$ cat config.mk
export PLATFORM = sky130hd
export DESIGN_NAME = periph_top
export DESIGN_NICKNAME = d
export VERILOG_FILES = /design/src/periph_pkg.sv /design/src/btn_debouncer.sv /design/src/uart_tx_fifo.sv /design/src/uart_tx.sv /design/src/periph_ctrl.sv /design/src/periph_top.sv
export SDC_FILE = /design/constraint.sdc
export NUM_CORES = 1
export LEC_CHECK = 0
export BUFFER_PORTS_ARGS = -buffer_cell sky130_fd_sc_hd__buf_2
export CORE_MARGIN = 2
export CORE_UTILIZATION = 50
export DETAILED_ROUTE_END_ITERATION = 12
export GPL_TIMING_DRIVEN = 0
export PLACE_DENSITY = 0.74
export SLEW_MARGIN = 20
export SYNTH_ARGS = -nofsm -noshare
export SYNTH_HDL_FRONTEND = slang
export SYNTH_SLANG_ARGS = --single-unit
$ cat constraint.sdc
create_clock -name clk -period 2.25 [get_ports clk]
set_input_delay 0.1125 -clock clk [delete_from_list [all_inputs] [get_ports clk]]
set_output_delay 0.1125 -clock clk [all_outputs]
set_load 0.01 [all_outputs]
$ cat src/periph_pkg.sv
`default_nettype none

package periph_pkg;

    //////////////////////////////////////////////////
    // Address map
    //////////////////////////////////////////////////

    localparam logic [31:0] ADDR_END    = 32'h8000_0000;  // End-of-program marker
    localparam logic [31:0] ADDR_UART_A = 32'h8000_4000;  // Character output
    localparam logic [31:0] ADDR_UART_B = 32'h8000_1000;  // Character output alias
    localparam logic [31:0] ADDR_STATUS = 32'h8000_6000;  // Read-only status word

    // Bit positions inside the status word
    localparam int STAT_EMPTY_BIT = 0;  // TX FIFO empty
    localparam int STAT_FULL_BIT  = 1;  // TX FIFO full
    localparam int STAT_IRQ_BIT   = 2;  // External interrupt pending
    localparam int STAT_BUSY_BIT  = 3;  // Transmitter active

    //////////////////////////////////////////////////
    // Types
    //////////////////////////////////////////////////

    // GPIO event codes
    typedef enum logic [7:0] {
        EVT_NONE = 8'h00,
        EVT_END  = 8'h80,
        EVT_CHAR = 8'h84
    } evt_code_e;

    // Transmitter FSM
    typedef enum logic [1:0] {
        UART_IDLE,
        UART_START,
        UART_DATA,
        UART_STOP
    } uart_state_e;

    // Core data port request of 69 bits
    typedef struct packed {
        logic        enable;  // Request valid
        logic [3:0]  wstrb;   // Zero means read
        logic [31:0] addr;
        logic [31:0] wdata;
    } bus_req_t;

    // One-cycle GPIO event
    typedef struct packed {
        evt_code_e  code;
        logic [7:0] data;
    } gpio_evt_t;

endpackage

`default_nettype wire

$ cat src/btn_debouncer.sv
`timescale 1ns/1ps
`default_nettype none

module btn_debouncer #(
    parameter int DEBNC_CLOCKS = 65536
) (
    input  wire  clk,
    input  wire  reset,
    input  logic btn_i,
    output logic btn_o
);

    localparam int CNT_W = $clog2(DEBNC_CLOCKS + 1);
    localparam logic [CNT_W-1:0] CNT_LAST = CNT_W'(DEBNC_CLOCKS - 1);

    logic             sync1_q;  // First synchronizer stage
    logic             sync2_q;  // Second stage output
    logic [CNT_W-1:0] cnt_q;    // Consecutive differing cycles

    // Two-flop synchronizer for the asynchronous button
    always_ff @(posedge clk) begin
        if (reset) begin
            sync1_q <= 1'b0;
            sync2_q <= 1'b0;
        end else begin
            sync1_q <= btn_i;
            sync2_q <= sync1_q;
        end
    end

    // Stability counter
    always_ff @(posedge clk) begin
        if (reset) begin
            cnt_q <= '0;
            btn_o <= 1'b0;
        end else if (sync2_q == btn_o) begin
            cnt_q <= '0;                 // Bounce back restarts the count
        end else if (cnt_q == CNT_LAST) begin
            cnt_q <= '0;
            btn_o <= sync2_q;            // Adopt the stable level
        end else begin
            cnt_q <= cnt_q + 1'b1;
        end
    end

endmodule

`default_nettype wire

$ cat src/uart_tx_fifo.sv
`timescale 1ns/1ps
`default_nettype none

module uart_tx_fifo #(
    parameter int FIFO_DEPTH = 16
) (
    input  wire        clk,
    input  wire        reset,
    input  logic       push_i,
    input  logic [7:0] push_data_i,
    input  logic       pop_i,
    output logic [7:0] pop_data_o,
    output logic       full_o,
    output logic       empty_o
);

    localparam int ADDR_W = $clog2(FIFO_DEPTH);
    localparam int PTR_W  = ADDR_W + 1;  // Extra wrap bit

    logic [7:0]       mem [FIFO_DEPTH];
    logic [PTR_W-1:0] wr_ptr_q;
    logic [PTR_W-1:0] rd_ptr_q;
    logic             do_push;
    logic             do_pop;

    assign do_push = push_i && !full_o;   // Never overwrite
    assign do_pop  = pop_i && !empty_o;   // Never underflow

    // Pointer comparison for the flags
    assign empty_o = (wr_ptr_q == rd_ptr_q);
    assign full_o  = (wr_ptr_q[ADDR_W] != rd_ptr_q[ADDR_W]) &&
                     (wr_ptr_q[ADDR_W-1:0] == rd_ptr_q[ADDR_W-1:0]);

    // First-word fall-through read
    assign pop_data_o = mem[rd_ptr_q[ADDR_W-1:0]];

    //////////////////////////////////////////////////
    // Pointers
    //////////////////////////////////////////////////

    always_ff @(posedge clk) begin
        if (reset) begin
            wr_ptr_q <= '0;
            rd_ptr_q <= '0;
        end else begin
            if (do_push) begin
                wr_ptr_q <= wr_ptr_q + PTR_W'(1);
            end
            if (do_pop) begin
                rd_ptr_q <= rd_ptr_q + PTR_W'(1);  // Independent of push
            end
        end
    end

    //////////////////////////////////////////////////
    // Storage
    //////////////////////////////////////////////////

    always_ff @(posedge clk) begin
        if (do_push) begin
            mem[wr_ptr_q[ADDR_W-1:0]] <= push_data_i;
        end
    end

endmodule

`default_nettype wire

$ cat src/uart_tx.sv
`timescale 1ns/1ps
`default_nettype none

module uart_tx
    import periph_pkg::*;
#(
    parameter int CLKS_PER_BIT = 868
) (
    input  wire        clk,
    input  wire        reset,
    input  logic       send_i,
    input  logic [7:0] send_data_i,
    output logic       ready_o,
    output logic       busy_o,
    output logic       uart_tx_o
);

    localparam int CNT_W = $clog2(CLKS_PER_BIT + 1);
    localparam logic [CNT_W-1:0] BIT_LAST = CNT_W'(CLKS_PER_BIT - 1);

    uart_state_e      state_q;
    logic [CNT_W-1:0] bit_cnt_q;   // Cycles within current bit
    logic [2:0]       bit_idx_q;   // Data bit being sent
    logic [7:0]       shift_q;     // Byte being shifted out
    logic             bit_done;

    assign bit_done = (bit_cnt_q == BIT_LAST);

    // Idle and no byte coming in this cycle
    assign ready_o = (state_q == UART_IDLE) && !send_i;
    assign busy_o  = !ready_o;

    //////////////////////////////////////////////////
    // Transmitter FSM
    //////////////////////////////////////////////////

    always_ff @(posedge clk) begin
        if (reset) begin
            state_q   <= UART_IDLE;
            bit_cnt_q <= '0;
            bit_idx_q <= '0;
            uart_tx_o <= 1'b1;                // Line idles high
        end else begin
            case (state_q)
                UART_IDLE: begin
                    bit_cnt_q <= '0;
                    uart_tx_o <= 1'b1;
                    if (send_i) begin
                        state_q   <= UART_START;
                        uart_tx_o <= 1'b0;    // Start bit
                    end
                end
                UART_START: begin
                    if (bit_done) begin
                        state_q   <= UART_DATA;
                        bit_cnt_q <= '0;
                        bit_idx_q <= '0;
                        uart_tx_o <= shift_q[0];  // LSB first
                    end else begin
                        bit_cnt_q <= bit_cnt_q + 1'b1;
                    end
                end
                UART_DATA: begin
                    if (bit_done) begin
                        bit_cnt_q <= '0;
                        if (bit_idx_q == 3'd7) begin
                            state_q   <= UART_STOP;
                            uart_tx_o <= 1'b1;    // Stop bit
                        end else begin
                            bit_idx_q <= bit_idx_q + 1'b1;
                            uart_tx_o <= shift_q[1];
                        end
                    end else begin
                        bit_cnt_q <= bit_cnt_q + 1'b1;
                    end
                end
                UART_STOP: begin
                    if (bit_done) begin
                        state_q   <= UART_IDLE;
                        bit_cnt_q <= '0;
                    end else begin
                        bit_cnt_q <= bit_cnt_q + 1'b1;
                    end
                end
                default: state_q <= UART_IDLE;
            endcase
        end
    end

    // Data shifter
    always_ff @(posedge clk) begin
        if (state_q == UART_IDLE && send_i) begin
            shift_q <= send_data_i;               // Latch byte on accept
        end else if (state_q == UART_DATA && bit_done) begin
            shift_q <= {1'b0, shift_q[7:1]};      // Next bit into [0]
        end
    end

endmodule

`default_nettype wire

$ cat src/periph_ctrl.sv
`timescale 1ns/1ps
`default_nettype none

module periph_ctrl
    import periph_pkg::*;
(
    input  wire         clk,
    input  wire         reset,

    input  bus_req_t    req_i,
    output logic [31:0] data_o,
    output logic        stall_o,

    output gpio_evt_t   gpio_evt_o,

    output logic        push_o,
    output logic [7:0]  push_data_o,
    input  logic        fifo_full_i,
    input  logic        fifo_empty_i,
    input  logic        uart_busy_i,

    input  logic        btn_i,
    output logic        mei_o,
    input  logic        irq_ack_i
);

    logic        is_write;     // Enable with any strobe
    logic        is_read;      // Enable with no strobe
    logic        char_hit;
    logic        end_hit;
    logic        status_hit;
    logic        char_write;
    logic        status_read;
    logic        stall_r;      // Stall seen last cycle
    gpio_evt_t   evt_d;
    logic [31:0] status_word;
    logic        btn_r;
    logic        btn_rise;
    logic        irq_req_q;    // Pending button request

    //////////////////////////////////////////////////
    // Address decode
    //////////////////////////////////////////////////

    assign is_write = req_i.enable && (req_i.wstrb != 4'b0000);
    assign is_read  = req_i.enable && (req_i.wstrb == 4'b0000);

    assign char_hit   = (req_i.addr == ADDR_UART_A) || (req_i.addr == ADDR_UART_B);
    assign end_hit    = (req_i.addr == ADDR_END);
    assign status_hit = (req_i.addr == ADDR_STATUS);

    assign char_write  = is_write && char_hit;
    assign status_read = is_read && status_hit;

    // FIFO push in the acceptance cycle
    assign push_o      = char_write && !fifo_full_i;
    assign push_data_o = req_i.wdata[7:0];   // Low byte only

    //////////////////////////////////////////////////
    // Stall generation
    //////////////////////////////////////////////////

    // Full FIFO holds the write and a status read stalls once
    assign stall_o = (char_write && fifo_full_i) || (status_read && !stall_r);

    always_ff @(posedge clk) begin
        if (reset) begin
            stall_r <= 1'b0;
        end else begin
            stall_r <= stall_o;
        end
    end

    //////////////////////////////////////////////////
    // GPIO event
    //////////////////////////////////////////////////

    always_comb begin
        evt_d.code = EVT_NONE;
        evt_d.data = 8'h00;
        if (push_o) begin
            evt_d.code = EVT_CHAR;           // Accepted character
            evt_d.data = req_i.wdata[7:0];
        end else if (is_write && end_hit) begin
            evt_d.code = EVT_END;            // Data stays zero
        end
    end

    always_ff @(posedge clk) begin
        if (reset) begin
            gpio_evt_o <= '{code: EVT_NONE, data: 8'h00};
        end else begin
            gpio_evt_o <= evt_d;             // One cycle after acceptance
        end
    end

    //////////////////////////////////////////////////
    // Status read
    //////////////////////////////////////////////////

    always_comb begin
        status_word                 = '0;
        status_word[STAT_EMPTY_BIT] = fifo_empty_i;
        status_word[STAT_FULL_BIT]  = fifo_full_i;
        status_word[STAT_IRQ_BIT]   = mei_o;
        status_word[STAT_BUSY_BIT]  = uart_busy_i;
    end

    // Sampled in the stall cycle and zero otherwise
    always_ff @(posedge clk) begin
        if (reset) begin
            data_o <= '0;
        end else if (status_read && !stall_r) begin
            data_o <= status_word;
        end else begin
            data_o <= '0;
        end
    end

    //////////////////////////////////////////////////
    // Button interrupt
    //////////////////////////////////////////////////

    assign btn_rise = btn_i && !btn_r;   // Debounced rising edge

    always_ff @(posedge clk) begin
        if (reset) begin
            btn_r     <= 1'b0;
            irq_req_q <= 1'b0;
            mei_o     <= 1'b0;
        end else begin
            btn_r <= btn_i;
            if (mei_o && irq_ack_i) begin
                irq_req_q <= 1'b0;           // Edge in this cycle is dropped
                mei_o     <= 1'b0;
            end else begin
                if (btn_rise) begin
                    irq_req_q <= 1'b1;
                end
                if (irq_req_q) begin
                    mei_o <= 1'b1;           // Two cycles after the level rises
                end
            end
        end
    end

endmodule

`default_nettype wire

$ cat src/periph_top.sv
`timescale 1ns/1ps
`default_nettype none

module periph_top
    import periph_pkg::*;
#(
    parameter int CLKS_PER_BIT = 868,
    parameter int DEBNC_CLOCKS = 65536,
    parameter int FIFO_DEPTH   = 16
) (
    input  wire         clk,
    input  wire         reset,
    input  bus_req_t    req_i,
    output logic [31:0] data_o,
    output logic        stall_o,
    output gpio_evt_t   gpio_evt_o,
    input  logic        btn_i,
    output logic        uart_tx_o,
    output logic        mei_o,
    input  logic        irq_ack_i
);

    logic       btn_clean;
    logic       fifo_push;
    logic [7:0] fifo_push_data;
    logic       fifo_pop;
    logic [7:0] fifo_pop_data;
    logic       fifo_full;
    logic       fifo_empty;
    logic       uart_ready;
    logic       uart_busy;
    logic       send_q;        // Send pulse one cycle after the pop
    logic [7:0] send_byte_q;   // Byte captured at pop

    btn_debouncer #(
        .DEBNC_CLOCKS(DEBNC_CLOCKS)
    ) u_debouncer (
        .clk  (clk),
        .reset(reset),
        .btn_i(btn_i),
        .btn_o(btn_clean)
    );

    periph_ctrl u_ctrl (
        .clk         (clk),
        .reset       (reset),
        .req_i       (req_i),
        .data_o      (data_o),
        .stall_o     (stall_o),
        .gpio_evt_o  (gpio_evt_o),
        .push_o      (fifo_push),
        .push_data_o (fifo_push_data),
        .fifo_full_i (fifo_full),
        .fifo_empty_i(fifo_empty),
        .uart_busy_i (uart_busy),
        .btn_i       (btn_clean),
        .mei_o       (mei_o),
        .irq_ack_i   (irq_ack_i)
    );

    uart_tx_fifo #(
        .FIFO_DEPTH(FIFO_DEPTH)
    ) u_fifo (
        .clk        (clk),
        .reset      (reset),
        .push_i     (fifo_push),
        .push_data_i(fifo_push_data),
        .pop_i      (fifo_pop),
        .pop_data_o (fifo_pop_data),
        .full_o     (fifo_full),
        .empty_o    (fifo_empty)
    );

    //////////////////////////////////////////////////
    // FIFO to transmitter handoff
    //////////////////////////////////////////////////

    // One byte in flight at a time
    assign fifo_pop = uart_ready && !fifo_empty && !send_q;

    always_ff @(posedge clk) begin
        if (reset) begin
            send_q <= 1'b0;
        end else begin
            send_q <= fifo_pop;
        end
    end

    // Read pointer moves on pop, so keep the head byte
    always_ff @(posedge clk) begin
        if (fifo_pop) begin
            send_byte_q <= fifo_pop_data;
        end
    end

    uart_tx #(
        .CLKS_PER_BIT(CLKS_PER_BIT)
    ) u_uart_tx (
        .clk        (clk),
        .reset      (reset),
        .send_i     (send_q),
        .send_data_i(send_byte_q),
        .ready_o    (uart_ready),
        .busy_o     (uart_busy),
        .uart_tx_o  (uart_tx_o)
    );

endmodule

`default_nettype wire

==> results of run 1 <==
state kept, by name (all words and copies together), names as in the netlist:
| name | count |
|---|---|
| u_fifo.wr_ptr_q | 5 |
| u_ctrl.mei_o | 1 |
| u_ctrl.data_o | 4 |
| u_ctrl.btn_r | 1 |
| u_debouncer.sync1_q | 1 |
| u_ctrl.gpio_evt_o | 10 |
| u_debouncer.cnt_q | 17 |
| u_debouncer.sync2_q | 1 |
| u_uart_tx.shift_q | 8 |
| u_uart_tx.bit_cnt_q | 10 |
| send_q | 1 |
| u_ctrl.irq_req_q | 1 |
| u_uart_tx.uart_tx_o | 1 |
| send_byte_q | 8 |
| u_fifo.mem | 128 |
| u_debouncer.btn_o | 1 |
| u_uart_tx.bit_idx_q | 3 |
| u_ctrl.stall_r | 1 |
| u_fifo.rd_ptr_q | 5 |
| u_uart_tx.state_q | 2 |
worst paths after layout:
path,slack (ns),start,to
worst min register to register,0.45,u_debouncer.sync1_q,u_debouncer.sync2_q
worst max-delay path,0.09,u_fifo.wr_ptr_q[3],u_fifo.mem[13][3]
worst min-delay path,0.01,reset,u_debouncer.sync1_q
worst max register to register,0.09,u_fifo.wr_ptr_q[3],u_fifo.mem[13][3]
worst register-to-register path, cell delays in order (launching register included):
cell and delay, ns:
dfxtp_1 0.50, xor2_2 0.22, nor4_4 0.07, and2_4 0.16
nor4_4 0.32, buf_4 0.19, buf_6 0.12, and3_4 0.28
metrics by stage:
stage	area (sq um)	setup WS, ns	total power (W)	setup TNS [ns]	instances
after detailed placement	9510	-0.377	0.00580	-48.41	929
after floorplan	8910	0.0766	0.00543	0	640
final	10700	0.0871	0.00986	0	989
after global placement	9510	-0.326	0.00576	-39.62	929
after global routing	10700	-0.00850	0.0102	-0.0374	989
after CTS	10500	-0.00474	0.00985	-0.0469	978
kinds of logic (layout without fill, tap and decap cells):
family	after synthesis	after routing	share of synthesized area, %
AO/OA/AOI/OAI	53	53	3.89
XOR/XNOR	32	32	3.19
adder cells (fa/ha/maj)	16	16	2.25
buffers and inverters	71	195	4.83
flip-flops	209	209	64.0
multiplexers	50	50	10.4
other	1	34	0.0427
AND/OR/NAND/NOR	175	175	11.4
per-layer routing:
metal | global-route usage (%) | vias to the layer above | wire length (um)
li1 | - | 2494 | -
met1 | 25.0 | 2655 | 7220
met2 | 35.8 | 180 | 9520
met3 | 3.30 | 34 | 977
met4 | 6.13 | 0 | 443
met5 | 0 | - | 0
where the power goes:
group	leakage, nW	internal [W]	switching (W)	total, W
Sequential	1.82	0.00425	0.0000523	0.00430
Combinational	1.63	0.000766	0.000791	0.00156
Clock	0.411	0.00252	0.00149	0.00400
final cells by class:
cell class	instances	area, sq um
fillers	1234	6560
clock buffers	32	661
repair buffers	84	483
multi-input cells	360	3010
inverters	15	56.3
flip-flops and latches	209	5630
plain buffers	54	393
clock inverters	10	165
well taps	225	282
cells in the mapped netlist, types with 2 or more instances:
library cell  count
a211oi_1         13
a21oi_1          21
and2_1            7
and3_1           35
and4_1            2
buf_2             6
buf_4            38
clkbuf_1         11
dfxtp_1          65
edfxtp_1        144
ha_1             15
inv_1            15
mux2_2            7
mux2i_1          11
mux4_2           32
nand2_1          17
nand3_1          14
nand4_1           7
nor2_1           44
nor2b_1          16
nor3_1            6
nor4_1            8
nor4_4            2
o21ai_0           7
o31ai_1           4
or2_2             3
or3_1             2
or4_1             4
xnor2_1          19
xor2_1           13
what timing repair did:
action                                 in CTS  in global routing
hold buffers                                6                  0
pin swaps                                   2                  5
gates resized for setup                    47                 15
setup buffers                               2                 11
setup endpoints to repair                 155                153
endpoints found under the hold margin       5                  0
cloned                                      0                  1
==> qor.yml, run 1 <==
outcome: "completed"
synthDistinctLibCells: 49
clock_sinks: 209
critPathMaxStageDelay_ns: 0.50
leakagePower_nw: 3.87
grt_overflow_total: 0
synth_top_area_share_pct: 49.2
hp-class: "in2reg"
grt_pass1_wl_um: 28500
fmax_ghz: 0.462
path_delay_family: "simple AND/OR/NAND/NOR gates"
start_kind: "flop"
tightest_slew_ns: 0.674
start_util_pct: 51.0
worstPathMaxFanout: 8
grt_max_degree: 18
synth_seq_area_share_pct: 64.0
pin_count: 124
synth_top_area_cell: "edfxtp_1"
ys.flop_type: "edfxtp_1"
wl_um: 18200
critPathSlowestCell: "dfxtp_1"
skew_ns: 0.0276
synthToLayoutAreaGrowth_pct: 21.6
final_common_cell: "edfxtp_1"
grt_pass1_vias: 5333
route.detailed.drc: 0
firstDrtPassIters: 5
yosysWarningCount: 0
cts_tree: "done"
htree_levels: 1
fp.dieH_um: 137
die_x_um: 137
cp-end-kind: "flop"
peakVddDrop_mv: 0.714
cts_made_buffers: 23
drt.antenna.violating_nets: 0
antenna_found_initial: 0
row_count: 48
cts_root_buf: "clkbuf_16"
drive_gt1_share_pct: 31.4
crit_path_frequent_cell: "nor4_4"
clk_latency_ns: 0.52
maxSlewHeadroom_pct: 55.1
synth.area.top_cells: "edfxtp_1, dfxtp_1, mux4_2, buf_4, and3_1"
diodes: 0
drtIter0Drc: 373
fin_crit_sh_pct: 96.1
finalSetupViolations: 0
cp.depth: 7
finalHoldViolCount: 0
worstPathArrival_ns: 2.36
track_usage_pct: 20.0
r2r_cells: 7
worstPathRequired_ns: 2.44
finalCoreUtilization_pct: 62.0
clockBufferDepth: 3
hold_depth: 2
drv_slew: 0
clkSlewWorstSetupHoldPaths_ns: 0.06
nNetsFinal: 835
hold_slack_ns: 0.00971
vias_per_cell: 5.42
path_buf_inv: 2
syn_area_per_cell_sq_um: 14.5
synth.ff_latch_count: 209
netlist_area_sq_um: 8780
coreArea_sq_um: 17200
period_needed_ns: 2.16
synth_edf_count: 144
netlist_instances: 607
gp_congestion: 0.795
async_reset_ff_share_pct: 0
crit_type: "reg2reg"
layout_common_cells: "edfxtp_1, buf_2, dfxtp_1"
portBuffers: 64
drv_cap: 0
vias: 5363
dieArea_sq_um: 18600
crit_chain: "xor2_2 -> nor4_4 -> and2_4 -> nor4_4 -> buf_4 -> buf_6 -> and3_4"
power.density_nw_per_um2: 923
wl_per_cell_um: 18.4
dpl.hpwl_um: 12100
Power figures use the tool's default switching activity.
==> inputs of run 2 (changes only) <==
--- a/config.mk
+++ b/config.mk
@@ -7,10 +7,10 @@
 export LEC_CHECK = 0
 export BUFFER_PORTS_ARGS = -buffer_cell sky130_fd_sc_hd__buf_2
 export CORE_MARGIN = 2
-export CORE_UTILIZATION = 50
+export CORE_UTILIZATION = 52
 export DETAILED_ROUTE_END_ITERATION = 12
 export GPL_TIMING_DRIVEN = 0
-export PLACE_DENSITY = 0.74
+export PLACE_DENSITY = 0.76
 export SLEW_MARGIN = 20
 export SYNTH_ARGS = -nofsm -noshare
 export SYNTH_HDL_FRONTEND = slang
==> qor.yml, run 2 (synthesized netlist as in run 1, its figures left out) <==
endpoint: "stall_o"  # was u_fifo.mem[13][3]
fmax_ghz: 0.457  # was 0.462 GHz
place_area_sq_um: 9500  # was 9510 sq um
wl_per_cell_um: 18.1  # was 18.4 um
portBuffers: 64  # unchanged
start_kind: "flop"  # unchanged
coreArea_sq_um: 16500  # was 17200 sq um
finalCoreUtilization_pct: 64.0  # was 62.0%
peakVddDrop_mv: 0.821  # was 0.714 mV
route.detailed.drc: 0  # unchanged
worstPathArrival_ns: 2.07  # was 2.36 ns
grt_pass1_wl_um: 27900  # was 28500 um
skew_ns: 0.0101  # was 0.0276 ns
grt_overflow_total: 0  # unchanged
r2r-end: "u_fifo.mem[12][4]"  # was u_fifo.mem[13][3]
layout_common_cells: "edfxtp_1, buf_2, dfxtp_1"  # unchanged
wl_um: 17800  # was 18200 um
num-fill-cells: 1183  # was 1234
drt.antenna.violating_nets: 0  # unchanged
cp-end-kind: "output port"  # was flop
cts_tree: "done"  # unchanged
crit_chain: "buf_6 -> xor2_2 -> nor4_4 -> and2_4 -> a21boi_1 -> nor2_1 -> buf_2"  # was xor2_2 -> nor4_4 -> and2_4 -> nor4_4 -> buf_4 -> buf_6 -> and3_4
antenna_found_initial: 0  # unchanged
drive_gt1_share_pct: 29.8  # was 31.4%
pin_count: 124  # unchanged
drtIter0Drc: 425  # was 373
clk_latency_ns: 0.50  # was 0.52 ns
nNetsFinal: 834  # was 835
cts_root_buf: "clkbuf_16"  # unchanged
worstSetupStartpoint: "u_fifo.rd_ptr_q[1]"  # was u_fifo.wr_ptr_q[3]
post-place-cells: 924  # was 929
worstPathMaxFanout: 7  # was 8
critPathMaxStageDelay_ns: 0.35  # was 0.50 ns
vias_per_cell: 5.41  # was 5.42
synthToLayoutAreaGrowth_pct: 20.4  # was 21.6%
leakagePower_nw: 3.79  # was 3.87 nW
cts_made_buffers: 22  # was 23
start_util_pct: 53.2  # was 51.0%
grt_max_degree: 18  # unchanged
vias: 5313  # was 5363
hold_slack_ns: 0.0196  # was 0.00971 ns
clkSlewWorstSetupHoldPaths_ns: 0.06  # about the same
dpl.hpwl_um: 11800  # was 12100 um
clock_sinks: 209  # unchanged
worst-r2r-setup-slack_ns: 0.08  # was 0.09 ns
maxSlewHeadroom_pct: 56.7  # was 55.1%
htree_levels: 1  # unchanged
firstDrtPassIters: 5  # unchanged
diodes: 0  # unchanged
final_common_cell: "edfxtp_1"  # unchanged
r2r-start: "u_fifo.rd_ptr_q[0]"  # was u_fifo.wr_ptr_q[3]
r2r_cells: 8  # was 7
drv_slew: 0  # unchanged
fin_crit_sh_pct: 97.2  # was 96.1%
track_usage_pct: 20.0  # about the same
outcome: "completed"  # unchanged
instances_no_fill: 982  # was 989
tightest_slew_ns: 0.649  # was 0.674 ns
period_needed_ns: 2.19  # was 2.16 ns
hp-class: "in2reg"  # unchanged
fp.dieH_um: 134  # was 137 um
drv_cap: 0  # unchanged
largest_register_ffs: 128  # unchanged
worstPathRequired_ns: 2.14  # was 2.44 ns
grt_pass1_vias: 5444  # was 5333
dieArea_sq_um: 17900  # was 18600 sq um
ff_latch_area_sq_um: 5630  # about the same
finalHoldViolCount: 0  # unchanged
crit_type: "reg2out"  # was reg2reg
clockBufferDepth: 3  # unchanged
postLayoutCellArea_sq_um: 10600  # was 10700 sq um
finalSetupViolations: 0  # unchanged
gp_congestion: 0.788  # was 0.795
critPathSlowestCell: "nor4_4"  # was dfxtp_1
power.density_nw_per_um2: 889  # was 923 nW/um^2
multi_input_area_sq_um: 3030  # was 3010 sq um
row_count: 47  # was 48
die_x_um: 134  # was 137 um
setup_tns_ns: 0  # unchanged
## run 2: how the worst min path moves through the flow
stage,from,to,slack (ns),depth (start not counted)
5_1_grt,reset,u_ctrl.btn_r,0.02,2
3_3_place_gp,irq_ack_i,u_ctrl.mei_o,0.31,2
2_1_floorplan,req_i[0],u_fifo.mem[0][0],0.21,0
3_5_place_dp,irq_ack_i,u_ctrl.irq_req_q,0.32,2
4_1_cts,reset,u_ctrl.btn_r,0.02,2
6_report,req_i[51],u_fifo.wr_ptr_q[0],0.02,6
## run 2: layout make-up
class / count / share of cell area (%)
sequential: 209 / 53.2
multi-input combinational: 360 / 28.6
clock buffer: 34 / 5.93
timing repair buffer: 84 / 4.64
buffer: 54 / 3.69
tap: 220 / 2.60
clock inverter: 6 / 0.745
inverter: 15 / 0.532
## run 2: power by group
group / leakage, nW / internal, W / switching (W)
registers: 1.82 / 0.00425 / 0.0000539
logic: 1.63 / 0.000781 / 0.000778
clock network: 0.344 / 0.00214 / 0.00140
total: 3.79 / 0.00718 / 0.00223
## run 2: layer usage
layer	vias to the layer above	wire length [um]	GRT usage, %
li1	2483	-	-
met1	2674	7720	26.1
met2	129	8990	34.5
met3	27	730	3.25
met4	0	359	6.03
met5	-	0	0
## run 2: what timing repair did
| item | 4_1_cts | 5_1_grt |
|---|---|---|
| buffers inserted | 3 | 9 |
| pin swaps | 2 | 4 |
| hold buffers | 8 | 0 |
| resized for setup | 43 | 19 |
| endpoints found under the hold margin | 5 | 0 |
| cloned | 0 | 0 |
| setup endpoints to repair | 159 | 155 |
## run 2: per-stage QoR
| step | power (W) | setup slack (ns) |
|---|---|---|
| after global placement | 0.00574 | -0.401 |
| after CTS | 0.00936 | 0.00446 |
| after floorplan | 0.00543 | 0.0766 |
| after global routing | 0.00977 | -0.0274 |
| after detailed placement | 0.00578 | -0.461 |
| final | 0.00940 | 0.0641 |
## run 2: worst max-delay path: cells and delay by family (launching register included)
kind	cells	cell delay, ns
AOI/OAI and AO/OA	1	0.08
xor gates and xnor gates	1	0.19
buffers and inverters	2	0.29
DFF	1	0.33
and+or+nand+nor	3	0.69
==> inputs of run 3 (changes only) <==
--- a/config.mk
+++ b/config.mk
@@ -5,6 +5,7 @@
 export SDC_FILE = /design/constraint.sdc
 export NUM_CORES = 1
 export LEC_CHECK = 0
+export ABC_AREA = 1
 export BUFFER_PORTS_ARGS = -buffer_cell sky130_fd_sc_hd__buf_2
 export CORE_MARGIN = 2
 export CORE_UTILIZATION = 52
==> qor.yml, run 3 <==
outcome: "complete, but fails checks"  # was completed
violations: "setup timing"
synth_seq_area_share_pct: 63.0  # was 64.0%
syn_area_per_cell_sq_um: 10.5  # was 14.5 sq um
synth.area.top_cells: "edfxtp_1, dfxtp_1, nor2_1, o21ai_0, nand2_1"  # was edfxtp_1, dfxtp_1, mux4_2, buf_4, and3_1
netlist_area_sq_um: 8920  # was 8780 sq um
wl_met1_um: 7640  # was 7720 um
synth_most_common_cell: "nor2_1"  # was edfxtp_1
yosysWarningCount: 0  # unchanged
vias: 6409  # was 5313
worstPathMaxFanout: 10  # was 7
synthToLayoutAreaGrowth_pct: 19.2  # was 20.4%
firstDrtPassIters: 5  # unchanged
drive_gt1_share_pct: 21.0  # was 29.8%
comb_power_share_pct: 14.1  # was 16.6%
drtIter0Drc: 809  # was 425
peakVddDrop_mv: 0.758  # was 0.821 mV
synth_top_area_cell: "edfxtp_1"  # unchanged
layout_setup_ws_ns: -0.00948  # was 0.0641 ns
skew_ns: 0.0262  # was 0.0101 ns
wl_um: 19200  # was 17800 um
p_switching_w: 0.00245  # was 0.00223 W
synthSimpleGateAreaFrac_pct: 16.5  # was 11.4%
place_area_sq_um: 9650  # was 9500 sq um
fin_crit_sh_pct: 100  # was 97.2%
async_reset_ff_share_pct: 0  # unchanged
ys.flop_type: "edfxtp_1"  # unchanged
grt_pass1_vias: 5943  # was 5444
largest_register_ffs: 128  # unchanged
row_count: 47  # unchanged
nNetsFinal: 1079  # was 834
synth_edf_count: 144  # unchanged
cts_root_buf: "clkbuf_16"  # unchanged
start_util_pct: 53.4  # was 53.2%
synthTopCellsByCount: "nor2_1, edfxtp_1, nand2_1"  # was edfxtp_1, dfxtp_1, nor2_1
num-fill-cells: 1298  # was 1183
period_needed_ns: 2.26  # was 2.19 ns
crit_chain: "buf_6 -> xor2_1 -> nor2_2 -> nand3b_4 -> nand3_1 -> nor2_1"  # was buf_6 -> xor2_2 -> nor4_4 -> and2_4 -> a21boi_1 -> nor2_1 -> buf_2
cts_tree: "done"  # unchanged
top_layer_used: "met4"  # unchanged
grt_overflow_total: 0  # unchanged
gp_congestion: 0.912  # was 0.788
tightest_slew_ns: 0.824  # was 0.649 ns
drt.antenna.violating_nets: 0  # unchanged
grt_max_degree: 18  # unchanged
antenna_found_initial: 0  # unchanged
maxSlewHeadroom_pct: 44.9  # was 56.7%
worstPathRequired_ns: 2.40  # was 2.14 ns
hp-class: "in2reg"  # unchanged
dpl.hpwl_um: 12800  # was 11800 um
critPathMaxStageDelay_ns: 0.72  # was 0.35 ns
instances_no_fill: 1226  # was 982
track_usage_pct: 20.8  # was 20.0%
finalSetupViolations: 3  # was 0
clock_sinks: 209  # unchanged
leakagePower_nw: 4.12  # was 3.79 nW
worstPathArrival_ns: 2.40  # was 2.07 ns
power.density_nw_per_um2: 876  # was 889 nW/um^2
fp.dieH_um: 135  # was 134 um
intPower_w: 0.00686  # was 0.00718 W
wl_per_cell_um: 15.6  # was 18.1 um
dieArea_sq_um: 18200  # was 17900 sq um
yosys.area_share.adder_pct: 2.10  # was 2.25%
synth_top_family_by_area: "simple AND/OR/NAND/NOR gates"  # unchanged
synthDistinctLibCells: 39  # was 49
rsz0062_at_grt: "yes"
clk_latency_ns: 0.53  # was 0.50 ns
synth.ff_latch_count: 209  # unchanged
postLayoutCellArea_sq_um: 10600  # about the same
synthXorXnorAreaFrac_pct: 1.28  # was 3.19%
clkSlewWorstSetupHoldPaths_ns: 0.06  # about the same
htree_levels: 1  # unchanged
fmax_ghz: 0.443  # was 0.457 GHz
portBuffers: 65  # was 64
netlist_instances: 850  # was 607
pin_count: 124  # unchanged
start_kind: "flop"  # unchanged
crit_type: "reg2reg"  # was reg2out
swShare_pct: 26.3  # was 23.7%
post-place-cells: 1168  # was 924
route.met3.wl_um: 1360  # was 730 um
grt_pass1_wl_um: 29900  # was 27900 um
place_ws_ns: -0.0766  # was -0.461 ns
final_common_cell: "nor2_1"  # was edfxtp_1
route.detailed.drc: 0  # unchanged
synth-compound-area-share_pct: 8.65  # was 3.89%
drv_cap: 0  # unchanged
coreArea_sq_um: 16700  # was 16500 sq um
critPathSlowestCell: "nor2_1"  # was nor4_4
die_x_um: 135  # was 134 um
vias_per_cell: 5.23  # was 5.41
synth_top_area_share_pct: 48.5  # was 49.2%
drv_slew: 0  # unchanged
clockBufferDepth: 3  # unchanged
cts_made_buffers: 23  # was 22
seq_power_share_pct: 46.6  # was 45.8%
wl_met2_um: 9620  # was 8990 um
pwr-share-clk_pct: 39.3  # was 37.6%
diodes: 0  # unchanged
cp-end-kind: "flop"  # was output port
finalHoldViolCount: 0  # unchanged
synthMuxAreaShare_pct: 0.883  # was 10.4%
layout_common_cells: "nor2_1, edfxtp_1, nand2_1"  # was edfxtp_1, buf_2, dfxtp_1
run 3: cell count changes after synthesis, sizes merged, moves of 16 or more:
| cell | change |
|---|---|
| mux4 | -32 |
| inv | +56 |
| and3 | -35 |
| nand3 | +22 |
| o21ai | +74 |
| nor2b | -16 |
| nand2 | +81 |
| o22ai | +17 |
| nor2 | +131 |
run 3: cell type report:
class                      instances  area, sq um  share of cell area (%)
inverter                          73          279                    2.62
buffer                            61          388                    3.65
sequential                       209         5630                    52.9
multi-input combinational        540         2820                    26.5
clock inverter                    11          110                    1.04
tap                              220          275                    2.59
clock buffer                      29          638                    6.00
timing repair buffer              83          493                    4.64
run 3: worst paths after layout:
| kind | slack, ns | to | start | cells after the start |
|---|---|---|---|---|
| max | -0.009 | u_fifo.mem[7][0] | u_fifo.rd_ptr_q[1] | 6 |
| min | 0.02 | u_fifo.mem[15][7] | req_i[7] | 1 |
| max reg2reg | -0.009 | u_fifo.mem[7][0] | u_fifo.rd_ptr_q[1] | 6 |
| min reg2reg | 0.40 | u_debouncer.sync2_q | u_debouncer.sync1_q | 2 |
run 3: layer usage:
layer  up-vias  track usage, %
met2       277            35.5
met3        51            3.27
met5         -               0
met4         0            7.81
li1       3115               -
met1      2966            27.1
run 3: repair_timing:
| item | 4_1_cts | 5_1_grt |
|---|---|---|
| pin swaps | 1 | 4 |
| hold endpoints to repair | 15 | 0 |
| resized for setup | 4 | 17 |
| endpoints found under the setup margin | 18 | 107 |
| setup buffers | 1 | 4 |
| hold buffers | 13 | 0 |
run 3: critical path, delay by kind of cell (launching register included):
family / cells / cell delay (ns)
simple gates: 4 / 1.20
flops: 1 / 0.34
xor+xnor: 1 / 0.18
buf+inv: 1 / 0.16
run 3: cells by family after synthesis:
family	Yosys count
multiplexers	7
buffers and inverters	134
flip-flops	209
XOR/XNOR	13
adder cells (fa/ha/maj)	15
AO/OA/AOI/OAI	137
other	1
AND/OR/NAND/NOR	334
run 3: power by group through the flow:
stage / clock network [W] / logic [W] / registers (W)
after floorplan: 0 / 0.000866 / 0.00441
after global placement: 0 / 0.00124 / 0.00442
after detailed placement: 0 / 0.00126 / 0.00442
after CTS: 0.00369 / 0.00130 / 0.00434
after global routing: 0.00385 / 0.00146 / 0.00435
final: 0.00366 / 0.00131 / 0.00434
run 3: metrics by stage:
step | util, % | total power [W] | hold WS (ns) | setup TNS, ns
floorplan | - | 0.00527 | 0.194 | 0
global placement | 57.8 | 0.00566 | 0.316 | -0.0889
detailed placement | 57.8 | 0.00569 | 0.326 | -1.13
CTS | 63.2 | 0.00933 | 0.0120 | 0
global route | 63.7 | 0.00966 | 0.0267 | -2.35
finish | 63.7 | 0.00931 | 0.0188 | -0.0243
